<file path="config.mk">
export PLATFORM = sky130hd
export DESIGN_NAME = sba_top
export DESIGN_NICKNAME = d
export VERILOG_FILES = /design/src/logic/dmi_pkg.sv /design/src/logic/sba_pkg.sv /design/src/logic/sba_push_if.sv /design/src/logic/sba_pop_if.sv /design/src/logic/dmi_regs.sv /design/src/logic/sba_fifo.sv /design/src/logic/sba_writer.sv /design/src/logic/sba_top.sv
export SDC_FILE = /design/constraint.sdc
export NUM_CORES = 1
export LEC_CHECK = 0
export ABC_AREA = 0
export ABC_CLOCK_PERIOD_IN_PS = 5700
export CAP_MARGIN = 20
export CORE_ASPECT_RATIO = 0.5
export CORE_MARGIN = 2
export CORE_UTILIZATION = 50
export CTS_CLUSTER_DIAMETER = 120
export DETAILED_ROUTE_END_ITERATION = 7
export DONT_BUFFER_PORTS = 1
export PLACE_DENSITY = 0.65
export SETUP_SLACK_MARGIN = 0.1
export SYNTH_ARGS = -nofsm -noshare
export SYNTH_HDL_FRONTEND = slang
export SYNTH_SLANG_ARGS = --single-unit
export TNS_END_PERCENT = 100
</file>
<file path="constraint.sdc">
create_clock -name clk_sys -period 5.7 [get_ports clk_sys]
set_clock_uncertainty 0.05 [all_clocks]
set_input_delay 0.57 -clock clk_sys [delete_from_list [all_inputs] [get_ports clk_sys]]
set_output_delay 0.57 -clock clk_sys [all_outputs]
set_load 0.01 [all_outputs]
</file>
<file path="src/logic/dmi_pkg.sv">
// ======================================================================
// Debug module interface definitions for the system bus loader
//   DMI register address type and the addresses in use
//   SBCS field layout, access size and error codes
//   Union giving a raw and an SBCS view of one DMI data word
// ======================================================================

package dmi_pkg;

   localparam int DMI_DATA_W = 32;

   typedef logic [6:0] dmi_addr_t;

   localparam dmi_addr_t DMI_SBCS       = 7'h38;
   localparam dmi_addr_t DMI_SBADDRESS0 = 7'h39;
   localparam dmi_addr_t DMI_SBDATA0    = 7'h3C;

   localparam logic [2:0] SBCS_VERSION = 3'd1;
   localparam logic [2:0] SBACCESS_32  = 3'd2;
   localparam logic [2:0] SBERR_SIZE   = 3'd4;

   // System bus control and status, MSB first
   typedef struct packed {
      logic [2:0] sbversion;
      logic [5:0] rsvd;
      logic       sbbusyerror;
      logic       sbbusy;
      logic       sbreadonaddr;
      logic [2:0] sbaccess;
      logic       sbautoincrement;
      logic       sbreadondata;
      logic [2:0] sberror;
      logic [6:0] sbasize;
      logic       sbaccess128;
      logic       sbaccess64;
      logic       sbaccess32;
      logic       sbaccess16;
      logic       sbaccess8;
   } sbcs_t;

   typedef union packed {
      logic [DMI_DATA_W-1:0] raw;
      sbcs_t                 sbcs;
   } dmi_word_u;

endpackage

</file>
<file path="src/logic/sba_pkg.sv">
// ======================================================================
// System bus side definitions
//   Address and data widths of the memory write port
//   Queue depth, pointer and occupancy widths
//   Queued write entry
// ======================================================================

package sba_pkg;

   localparam int SBA_ADDR_W = 32;
   localparam int SBA_DATA_W = 32;

   typedef logic [SBA_ADDR_W-1:0] sba_addr_t;
   typedef logic [SBA_DATA_W-1:0] sba_data_t;

   localparam int SBA_FIFO_DEPTH = 4;
   localparam int SBA_PTR_W      = $clog2(SBA_FIFO_DEPTH);
   // Needs to hold the value 4 itself
   localparam int SBA_CNT_W      = $clog2(SBA_FIFO_DEPTH + 1);

   // Byte step between consecutive words
   localparam sba_addr_t SBA_ADDR_STEP = 32'd4;

   typedef struct packed {
      sba_addr_t addr;
      sba_data_t data;
   } sba_entry_t;

endpackage

</file>
<file path="src/logic/sba_push_if.sv">
// ======================================================================
// Push side of the write queue
//   Single-cycle push strobe with the entry to store
//   Full and empty flags returned to the register block
// ======================================================================

`timescale 1ns/1ps

interface sba_push_if;

   logic                push;
   sba_pkg::sba_entry_t entry;
   logic                full;
   logic                empty;

   modport producer (
      output push,
      output entry,
      input  full,
      input  empty
   );

   modport buffer (
      input  push,
      input  entry,
      output full,
      output empty
   );

endinterface

</file>
<file path="src/logic/sba_pop_if.sv">
// ======================================================================
// Pop side of the write queue
//   Head entry and empty flag towards the memory writer
//   Single-cycle pop strobe back to the queue
// ======================================================================

`timescale 1ns/1ps

interface sba_pop_if;

   logic                pop;
   sba_pkg::sba_entry_t head;
   logic                empty;

   modport buffer (
      input  pop,
      output head,
      output empty
   );

   modport consumer (
      output pop,
      input  head,
      input  empty
   );

endinterface

</file>
<file path="src/logic/dmi_regs.sv">
// ======================================================================
// DMI register block of the system bus loader
//   Request capture stage and one-cycle read response
//   SBCS control and sticky error fields, SBAddress0 counter
//   SBData0 writes pushed into the write queue
// ======================================================================

`timescale 1ns/1ps

module dmi_regs (
   input  logic                           clk_sys,
   input  logic                           rst_n_i,
   input  logic                           dmi_req_i,
   input  logic                           dmi_we_i,
   input  dmi_pkg::dmi_addr_t             dmi_addr_i,
   input  logic [dmi_pkg::DMI_DATA_W-1:0] dmi_wdata_i,
   output logic                           dmi_rvalid_o,
   output logic [dmi_pkg::DMI_DATA_W-1:0] dmi_rdata_o,
   sba_push_if.producer                   push_mp
);

   logic                           req_q;
   logic                           we_q;
   dmi_pkg::dmi_addr_t             addr_q;
   logic [dmi_pkg::DMI_DATA_W-1:0] wdata_q;

   dmi_pkg::dmi_word_u wr_u;
   dmi_pkg::dmi_word_u rd_u;

   logic [2:0]         sbaccess_q;
   logic               sbautoinc_q;
   logic               sbbusyerror_q;
   logic [2:0]         sberror_q;
   sba_pkg::sba_addr_t sbaddr_q;

   logic sbcs_wr;
   logic addr_wr;
   logic data_wr;
   logic size_ok;
   logic err_set;
   logic push;

   // Request stage, decode happens in the cycle after sampling
   always_ff @(posedge clk_sys or negedge rst_n_i) begin
      if (!rst_n_i) begin
         req_q <= 1'b0;
      end else begin
         req_q <= dmi_req_i;
      end
   end

   always_ff @(posedge clk_sys) begin
      if (dmi_req_i) begin
         we_q    <= dmi_we_i;
         addr_q  <= dmi_addr_i;
         wdata_q <= dmi_wdata_i;
      end
   end

   always_comb begin
      wr_u.raw = wdata_q;
   end

   assign sbcs_wr = req_q & we_q & (addr_q == dmi_pkg::DMI_SBCS);
   assign addr_wr = req_q & we_q & (addr_q == dmi_pkg::DMI_SBADDRESS0);
   assign data_wr = req_q & we_q & (addr_q == dmi_pkg::DMI_SBDATA0);

   assign size_ok = (sbaccess_q == dmi_pkg::SBACCESS_32);
   // Any sticky error blocks new words
   assign err_set = sbbusyerror_q | (sberror_q != 3'd0);
   assign push    = data_wr & size_ok & ~push_mp.full & ~err_set;

   assign push_mp.push  = push;
   assign push_mp.entry = '{addr: sbaddr_q, data: wdata_q};

   always_ff @(posedge clk_sys or negedge rst_n_i) begin
      if (!rst_n_i) begin
         sbaccess_q    <= dmi_pkg::SBACCESS_32;
         sbautoinc_q   <= 1'b0;
         sbbusyerror_q <= 1'b0;
         sberror_q     <= 3'd0;
         sbaddr_q      <= '0;
      end else begin
         if (sbcs_wr) begin
            sbaccess_q  <= wr_u.sbcs.sbaccess;
            sbautoinc_q <= wr_u.sbcs.sbautoincrement;
            // Error fields are write-1-to-clear
            if (wr_u.sbcs.sbbusyerror) begin
               sbbusyerror_q <= 1'b0;
            end
            sberror_q <= sberror_q & ~wr_u.sbcs.sberror;
         end
         if (data_wr && !err_set) begin
            if (!size_ok) begin
               sberror_q <= dmi_pkg::SBERR_SIZE;
            end else if (push_mp.full) begin
               sbbusyerror_q <= 1'b1;
            end
         end
         if (addr_wr) begin
            sbaddr_q <= wdata_q;
         end else if (push && sbautoinc_q) begin
            sbaddr_q <= sbaddr_q + sba_pkg::SBA_ADDR_STEP;
         end
      end
   end

   always_comb begin
      rd_u.raw                  = '0;
      rd_u.sbcs.sbversion       = dmi_pkg::SBCS_VERSION;
      rd_u.sbcs.sbbusyerror     = sbbusyerror_q;
      rd_u.sbcs.sbbusy          = ~push_mp.empty;
      rd_u.sbcs.sbaccess        = sbaccess_q;
      rd_u.sbcs.sbautoincrement = sbautoinc_q;
      rd_u.sbcs.sberror         = sberror_q;
      rd_u.sbcs.sbasize         = 7'(sba_pkg::SBA_ADDR_W);
      rd_u.sbcs.sbaccess32      = 1'b1;
   end

   assign dmi_rvalid_o = req_q & ~we_q;

   always_comb begin
      case (addr_q)
         dmi_pkg::DMI_SBCS:       dmi_rdata_o = rd_u.raw;
         dmi_pkg::DMI_SBADDRESS0: dmi_rdata_o = sbaddr_q;
         default:                 dmi_rdata_o = '0;
      endcase
   end

   // A queued word shows up as sbbusy from the next cycle on
   a_busy_after_push: assert property (
      @(posedge clk_sys) disable iff (!rst_n_i)
      push_mp.push |=> !push_mp.empty
   );

endmodule

</file>
<file path="src/logic/sba_fifo.sv">
// ======================================================================
// Write queue between register block and memory writer
//   Circular buffer of queued address and data entries
//   Occupancy count driving full and empty
// ======================================================================

`timescale 1ns/1ps

module sba_fifo (
   input  logic       clk_sys,
   input  logic       rst_n_i,
   sba_push_if.buffer push_mp,
   sba_pop_if.buffer  pop_mp
);

   sba_pkg::sba_entry_t mem_q [sba_pkg::SBA_FIFO_DEPTH];

   logic [sba_pkg::SBA_PTR_W-1:0] wr_ptr_q;
   logic [sba_pkg::SBA_PTR_W-1:0] rd_ptr_q;
   logic [sba_pkg::SBA_CNT_W-1:0] count_q;

   logic full;
   logic empty;

   always_ff @(posedge clk_sys) begin
      if (push_mp.push) begin
         mem_q[wr_ptr_q] <= push_mp.entry;
      end
   end

   // Pointers wrap on their own, the depth is a power of two
   always_ff @(posedge clk_sys or negedge rst_n_i) begin
      if (!rst_n_i) begin
         wr_ptr_q <= '0;
         rd_ptr_q <= '0;
         count_q  <= '0;
      end else begin
         if (push_mp.push) begin
            wr_ptr_q <= wr_ptr_q + 1'b1;
         end
         if (pop_mp.pop) begin
            rd_ptr_q <= rd_ptr_q + 1'b1;
         end
         case ({push_mp.push, pop_mp.pop})
            2'b10:   count_q <= count_q + 1'b1;
            2'b01:   count_q <= count_q - 1'b1;
            default: count_q <= count_q;
         endcase
      end
   end

   assign full  = (count_q == sba_pkg::SBA_CNT_W'(sba_pkg::SBA_FIFO_DEPTH));
   assign empty = (count_q == '0);

   assign push_mp.full  = full;
   assign push_mp.empty = empty;
   assign pop_mp.empty  = empty;
   assign pop_mp.head   = mem_q[rd_ptr_q];

   a_no_overflow: assert property (
      @(posedge clk_sys) disable iff (!rst_n_i)
      push_mp.push |-> !full
   );

   a_no_underflow: assert property (
      @(posedge clk_sys) disable iff (!rst_n_i)
      pop_mp.pop |-> !empty
   );

endmodule

</file>
<file path="src/logic/sba_writer.sv">
// ======================================================================
// Memory writer
//   Pops the queue head while the memory is not stalling
//   Registered address, data and one-cycle write strobe
// ======================================================================

`timescale 1ns/1ps

module sba_writer (
   input  logic               clk_sys,
   input  logic               rst_n_i,
   input  logic               mem_stall_i,
   sba_pop_if.consumer        pop_mp,
   output logic               mem_we_o,
   output sba_pkg::sba_addr_t mem_addr_o,
   output sba_pkg::sba_data_t mem_wdata_o
);

   logic               pop;
   logic               we_q;
   sba_pkg::sba_addr_t addr_q;
   sba_pkg::sba_data_t data_q;

   assign pop        = ~pop_mp.empty & ~mem_stall_i;
   assign pop_mp.pop = pop;

   always_ff @(posedge clk_sys or negedge rst_n_i) begin
      if (!rst_n_i) begin
         we_q <= 1'b0;
      end else begin
         we_q <= pop;
      end
   end

   always_ff @(posedge clk_sys) begin
      if (pop) begin
         addr_q <= pop_mp.head.addr;
         data_q <= pop_mp.head.data;
      end
   end

   assign mem_we_o    = we_q;
   assign mem_addr_o  = addr_q;
   assign mem_wdata_o = data_q;

   // Every strobe carries a stored address and data word
   a_we_data_known: assert property (
      @(posedge clk_sys) disable iff (!rst_n_i)
      mem_we_o |-> !$isunknown({mem_addr_o, mem_wdata_o})
   );

endmodule

</file>
<file path="src/logic/sba_top.sv">
// ======================================================================
// System bus loader top level
//   DMI register block feeding the write queue
//   Memory writer draining the queue onto the memory port
// ======================================================================

`timescale 1ns/1ps

module sba_top (
   input  logic                           clk_sys,
   input  logic                           rst_n_i,
   input  logic                           dmi_req_i,
   input  logic                           dmi_we_i,
   input  dmi_pkg::dmi_addr_t             dmi_addr_i,
   input  logic [dmi_pkg::DMI_DATA_W-1:0] dmi_wdata_i,
   output logic                           dmi_rvalid_o,
   output logic [dmi_pkg::DMI_DATA_W-1:0] dmi_rdata_o,
   input  logic                           mem_stall_i,
   output logic                           mem_we_o,
   output sba_pkg::sba_addr_t             mem_addr_o,
   output sba_pkg::sba_data_t             mem_wdata_o
);

   sba_push_if push_if ();
   sba_pop_if  pop_if ();

   // Host side
   dmi_regs u_dmi_regs (
      .clk_sys      (clk_sys),
      .rst_n_i      (rst_n_i),
      .dmi_req_i    (dmi_req_i),
      .dmi_we_i     (dmi_we_i),
      .dmi_addr_i   (dmi_addr_i),
      .dmi_wdata_i  (dmi_wdata_i),
      .dmi_rvalid_o (dmi_rvalid_o),
      .dmi_rdata_o  (dmi_rdata_o),
      .push_mp      (push_if.producer)
   );

   sba_fifo u_sba_fifo (
      .clk_sys (clk_sys),
      .rst_n_i (rst_n_i),
      .push_mp (push_if.buffer),
      .pop_mp  (pop_if.buffer)
   );

   // Memory side
   sba_writer u_sba_writer (
      .clk_sys     (clk_sys),
      .rst_n_i     (rst_n_i),
      .mem_stall_i (mem_stall_i),
      .pop_mp      (pop_if.consumer),
      .mem_we_o    (mem_we_o),
      .mem_addr_o  (mem_addr_o),
      .mem_wdata_o (mem_wdata_o)
   );

endmodule

</file>
## Word-level counts from Yosys, hierarchy flattened

Memories as Yosys holds them, arrays and structs flattened. A register that Yosys moved wholly into a read port is not among the register bits.
Index checks and enable logic that the tools add are counted.

- Output and inout bits: 98
- Memories: 1
- Word-level logic and storage cells: 64
- Register bits: 89
- RAM bits: 256

- Equality and inequality tests: 7
- Bitwise operators: 17
- Reduce and logical (&&, ||, !) cells: 7
- Add/sub/neg operators: 5
- Multiplexer cells: 14

Memories:

| memory | words | width | read ports | clocked after memory_dff | wr ports | line | text |
|---|---|---|---|---|---|---|---|
| u_sba_fifo.mem_q | 4 | 64 | 1 | 1 | 1 | sba_fifo.sv:16 | `sba_pkg::sba_entry_t mem_q [sba_pkg::SBA_FIFO_DEPTH];` |

Operator list:

| operator | count |
|---|---|
| 2-to-1 mux 32 bit | 2 |
| one-hot mux 32 bit (2 select lines) | 1 |
| adder 32 x 3 -> 32 bit (second input constant) | 1 |
| equality test 7 x 6 -> 1 bit (second input constant) | 3 |
| AND 1 bit | 9 |
| 2-to-1 mux 3 bit | 3 |
| 2-to-1 mux 1 bit | 7 |
| one-hot mux 3 bit (2 select lines) | 1 |
| inverter 1 bit | 5 |
| adder 2 x 1 -> 2 bit (second input constant) | 2 |
| nonzero test 2 bit | 2 |
| adder 3 x 1 -> 3 bit (second input constant) | 1 |
| AND 3 bit | 1 |
| equality test 3 x 2 -> 1 bit (second input constant) | 1 |
| equality test 3 bit (second input constant) | 1 |
| zero test 3 bit | 1 |
| inverter 3 bit | 1 |
| nonzero test 3 bit | 1 |
| subtractor 3 x 1 -> 3 bit (second input constant) | 1 |
| equality test 2 x 1 -> 1 bit (second input constant) | 1 |
| equality test 2 bit (second input constant) | 1 |
| logical AND 1 bit | 2 |
| zero test 1 bit | 1 |
| OR 1 bit | 1 |

## Depth between registers and ports, before layout

- Depth in word-level cells: 8
- Mapped depth: 13
- Depth with buffers taken out: 10

## Hierarchy

From an unflattened synthesis, not the netlist that was laid out.

- Cell total of the unflattened synthesis: 771
- Area, all modules: 15314.7 µm²

By module, submodules not included:

| module | sequential area each (µm²) | area each (µm²) | instances | cells each |
|---|---|---|---|---|
| sba_fifo | 7862.5 | 9636.7 | 1 | 371 |
| dmi_regs | 2228.4 | 3727.3 | 1 | 334 |
| sba_writer | 1946.9 | 1950.6 | 1 | 66 |

## Worst setup path after synthesis

No wires, ideal clock.

- Path type: input to register
- Start point: in mem_stall_i
- End point: reg u_sba_fifo.count_q[2] (netlist name)
- Slack: 826 ps
- Arrival time: 4745 ps
- Stages on the path: 7
- Data required time: 5571 ps
- Cells stage by stage: nor2_1 > ha_1 > inv_1 > fa_1 > xor2_1 > nor2_1 > xor2_1

- Cells in the longest elaborated chain, start to end: 4
- Elaborated cells between the ends (all ways): 6
- Those cells by class: eq/ne: 2; mux: 1; bitwise: 2; reduce/logical: 1

Ends and longest elaborated chain:

| item | line | text |
|---|---|---|
| from (decl) | sba_top.sv:18 | `input logic mem_stall_i,` |
| inverter 1 bit (*) | sba_writer.sv:24 | `assign pop = ~pop_mp.empty & ~mem_stall_i;` |
| AND 1 bit (*) | sba_writer.sv:24 |  |
| equality test 2 x 1 -> 1 bit or equality test 2 bit (tied branches) | sba_fifo.sv:44 | `case ({push_mp.push, pop_mp.pop})` |
| one-hot mux 3 bit (2 select lines) or nonzero test 2 bit (tied branches) | n/a |  |
| to (signal assigned) | sba_fifo.sv:45 | `2'b10: count_q <= count_q + 1'b1;` |
| to (signal assigned) | sba_fifo.sv:46 | `2'b01: count_q <= count_q - 1'b1;` |
| to (signal assigned) | sba_fifo.sv:47 | `default: count_q <= count_q;` |
| to (decl) | sba_fifo.sv:20 | `logic [sba_pkg::SBA_CNT_W-1:0] count_q;` |

Mark *: on every way between the ends. The rest lies on a longest branch, timed or not.
A chain may end at the register's enable or synchronous reset.

## Worst setup path in the final report

- Start point: reg u_dmi_regs.addr_q[0]
- End point: mem u_sba_fifo.mem_q[0][28] (netlist name) (enable)

- Cells in the longest elaborated chain, start to end: 7

Ends and longest elaborated chain:

| item | line | text |
|---|---|---|
| from (decl) | dmi_regs.sv:24 | `dmi_pkg::dmi_addr_t addr_q;` |
| from (signal assigned) | dmi_regs.sv:55 | `addr_q <= dmi_addr_i;` |
| equality test 7 x 6 -> 1 bit | dmi_regs.sv:66 | `assign data_wr = req_q & we_q & (addr_q == dmi_pkg::DMI_SBDATA0);` |
| AND 1 bit | dmi_regs.sv:66 |  |
| AND 1 bit (3 in a row) | dmi_regs.sv:71 | `assign push = data_wr & size_ok & ~push_mp.full & ~err_set;` |
| 2-to-1 mux 1 bit | sba_fifo.sv:26 | `if (push_mp.push) begin` |
| 2-to-1 mux 1 bit (implied by the code) | sba_fifo.sv:27 | `mem_q[wr_ptr_q] <= push_mp.entry;` |
| to (decl) | sba_fifo.sv:16 |  |

Every way passes these cells.

==> reports/metrics.csv <==
stage,metric,value,unit
run_status,status,"finished, final reports clean",
power,ir_drop,0.0001959,V
synth,syn_inst,808,
layout,area_delta_synth_final,11.16,%
drt,via_per_inst,5.990,
layout,nFillCells,2237,
timing,rsz0062_at_grt,no,
synth,netlist_area,15450,sq um
global_route,grt_max_degree,66,
drt,totalWireLength,31780,microns
clock_network,cts-root-buf,clkbuf_16,
clock_network,clock-sinks,409,
timing,post-route-period-util,61.72,%
floorplan,fp.dieArea,32410,sq um
synth,synth-main-ff-cell,edfxtp_1,
layout,insertedDiodeCount,0,
power,power.density,419.6,nW/um^2
clock_network,cts_tree,done,
timing,worst_slew_pin_slew,1.042,ns
worst_setup_path,critPathSlowestCell,edfxtp_1,
worst_setup_path,rr_worst_depth,5,
drt,wl_per_cell,25.28,microns
global_route,track_usage,20.07,%
floorplan,die_h,128.3,microns
worst_setup_path,cp_top_family,simple AND/OR/NAND/NOR gates,
floorplan,start_util,50.92,%
synth,synth_fp_nets,859,
synth,async_reset_ff_share,11.98,%
layout,nets,880,
floorplan,die_x,252.6,microns
min_path,hp-class,in2reg,
worst_setup_path,path_buf_inv,1,
drt,drt_iter0_markers,685,
placement,place.gp.congestion,0.8257,
clock_network,clockBufferDepth,3,
clock_network,post_cts_resized,0,
timing,hold_viol_final,0,
synth,yosysWarnings,0,
synth,synth_seq_cells,409,
global_route,grt_pass1_vias,7400,
clock_network,clk_pin_slew,0.06,ns
layout,drive_above_1_share,18.18,%
layout,most-common-layout-cells,"360 x edfxtp_1, 64 x mux4_2, 47 x nand2_1, 46 x dfrtp_1, 40 x clkbuf_16",
layout,final_common_cell,edfxtp_1,
timing,slew_headroom,30.37,%
worst_setup_path,reg2reg_to,u_sba_fifo.mem_q[0][28]$_DFFE_PP_,
placement,place_area,15950,sq um
global_route,gr-total-overflow,0,
timing,slew_violations,0,
job,max_cap_viol_count,0,
worst_setup_path,critPathLaunch,u_dmi_regs.addr_q[0]$_DFFE_PP_,
worst_setup_path,endpoint,u_sba_fifo.mem_q[0][28]$_DFFE_PP_,
worst_setup_path,critical_path_class,reg2reg,
synth,synth.distinct_cells,53,
clock_network,cts_buffers,37,
floorplan,rows,45,
global_route,antenna_found_initial,0,
placement,dp_hpwl,19750,microns
synth,avgSynthCellArea,19.12,sq um
worst_setup_path,cp_data_required_time,5.84,ns
clock_network,h-tree-depth,2,
drt,drc,0,
drt,num_vias,7530,
timing,min_period,3.518,ns
worst_setup_path,critical_path_depth,5,
synth,seq_area_frac_synth,77.90,%
timing,setup-tns-final,0,ns
power,p_leak,5.647,nW
layout,design_area,17180,sq um
global_route,grt_pass1_wl,47730,microns
worst_setup_path,arrival,3.65,ns
worst_setup_path,max_stage_delay,0.69,ns
worst_setup_path,r2r-start,u_dmi_regs.addr_q[0]$_DFFE_PP_,
drt,ant_nets,0,
floorplan,ios,142,
timing,fin_ws,2.182,ns
worst_setup_path,startpoint_type,flip-flop,
timing,setup_violations,0,
clock_network,insertion_delay,0.53,ns
worst_setup_path,endpoint_kind,flip-flop,
worst_setup_path,regToRegSetupSlack,2.18,ns
worst_setup_path,path_max_fanout,27,
worst_setup_path,crit_chain,nor4bb_1 -> and4_1 -> and3_1 -> and2_2 -> buf_4,
placement,portBuffers,0,
synth,synth_edf_count,360,
timing,fmax,0.2843,GHz
floorplan,core_area,30350,sq um
drt,dr.pass1.iters,5,
placement,post-place-ws,2.187,ns
## cells by family after synthesis
| kind of cell | after synthesis | share of synthesized area [%] |
|---|---|---|
| DFF | 409 | 77.90 |
| and+or+nand+nor | 186 | 6.607 |
| muxes | 83 | 10.59 |
| AOI/OAI and AO/OA | 61 | 2.405 |
| buffers and inverters | 52 | 1.312 |
| xor gates and xnor gates | 10 | 0.5668 |
| adders and majority gates | 7 | 0.6154 |
## cell usage after synthesis, drive strengths merged, types with 2 or more instances
master	number	area, sq um
buf	11	47.55
edfxtp	360	10810
a31oi	5	31.28
mux2i	15	150.1
o22ai	3	18.77
and4	3	27.53
xnor2	6	52.55
nand3	11	55.05
a311oi	4	35.03
a211oi	3	22.52
xor2	4	35.03
dfrtp	48	1201
and3	6	37.54
nor2	30	112.6
or4	5	48.79
and3b	2	17.52
inv	16	60.06
or3	8	52.55
nand2	47	176.4
o21ai	21	105.1
nor4	13	87.58
and2	27	171.4
a21boi	2	15.01
a21oi	15	75.07
mux4	64	1441
mux2	4	45.04
nor2b	3	18.77
o311ai	4	35.03
ha	6	75.07
nand4	16	112.6
nor3	9	45.04
clkbuf	25	95.09
## repair_timing
item / in CTS / in global routing
endpoints found under the hold margin: 49 / 0
setup buffers: 0 / 0
hold buffers: 2 / 0
## flip-flops by register name (all words and copies together) (netlist names)
signal and count:
u_dmi_regs.addr_q 7, u_dmi_regs.req_q 1, u_dmi_regs.sbaccess_q 3, u_dmi_regs.sbaddr_q 32
u_dmi_regs.sbautoinc_q 1, u_dmi_regs.sbbusyerror_q 1, u_dmi_regs.sberror_q 3, u_dmi_regs.wdata_q 32
u_dmi_regs.we_q 1, u_sba_fifo.count_q 3, u_sba_fifo.mem_q 256, u_sba_fifo.rd_ptr_q 2
u_sba_fifo.wr_ptr_q 2, u_sba_writer.mem_addr_o 32, u_sba_writer.mem_wdata_o 32, u_sba_writer.mem_we_o 1
## worst min-delay path by stage
stage	startpoint	endpoint	slack [ns]	depth (start not counted)
finish	dmi_req_i	u_dmi_regs.req_q$_DFF_PN0_	0.03	0
global route	dmi_req_i	u_dmi_regs.req_q$_DFF_PN0_	0.006	0
CTS	dmi_req_i	u_dmi_regs.req_q$_DFF_PN0_	0.003	0
detailed placement	rst_n_i	u_sba_writer.mem_we_o$_DFF_PN0_	0.23	0
global placement	rst_n_i	u_sba_writer.mem_we_o$_DFF_PN0_	0.23	0
floorplan	rst_n_i	u_dmi_regs.req_q$_DFF_PN0_	0.22	0
## metrics by stage
stage | std cells | power [mW] | utilization, % | hold slack, ns
2_1_floorplan | 808 | 4.590 | - | 0.2244
3_3_place_gp | 1185 | 4.854 | 52.50 | 0.2255
3_5_place_dp | 1186 | 4.879 | 52.56 | 0.2258
4_1_cts | 1256 | 7.303 | 56.56 | 0.002537
5_1_grt | 1257 | 7.490 | 56.60 | 0.006117
6_report | 1257 | 7.208 | 56.60 | 0.02609
## layout make-up
cell class	instances	area [sq um]	area share (%)
clock inverters	9	83.83	0.4881
well taps	399	499.2	2.906
repair buffers	18	173.9	1.013
inverters	16	60.06	0.3496
clock buffers	59	1092	6.359
flip-flops and latches	409	12040	70.11
multi-input cells	347	3224	18.77
## report_power, final
group          switching [mW]  internal [mW]
sequential              0.354           3.62
clock                    1.05           1.37
combinational           0.368          0.451
total                    1.77           5.44
## per-layer routing
layer	GRT usage (%)	vias to the layer above	wire length, microns
li1	-	3259	-
met2	30.96	293	14810
met4	4.734	0	513
met5	0	-	0
met3	4.629	43	2281
met1	29.60	3935	14170
Power figures use the tool's default switching activity.
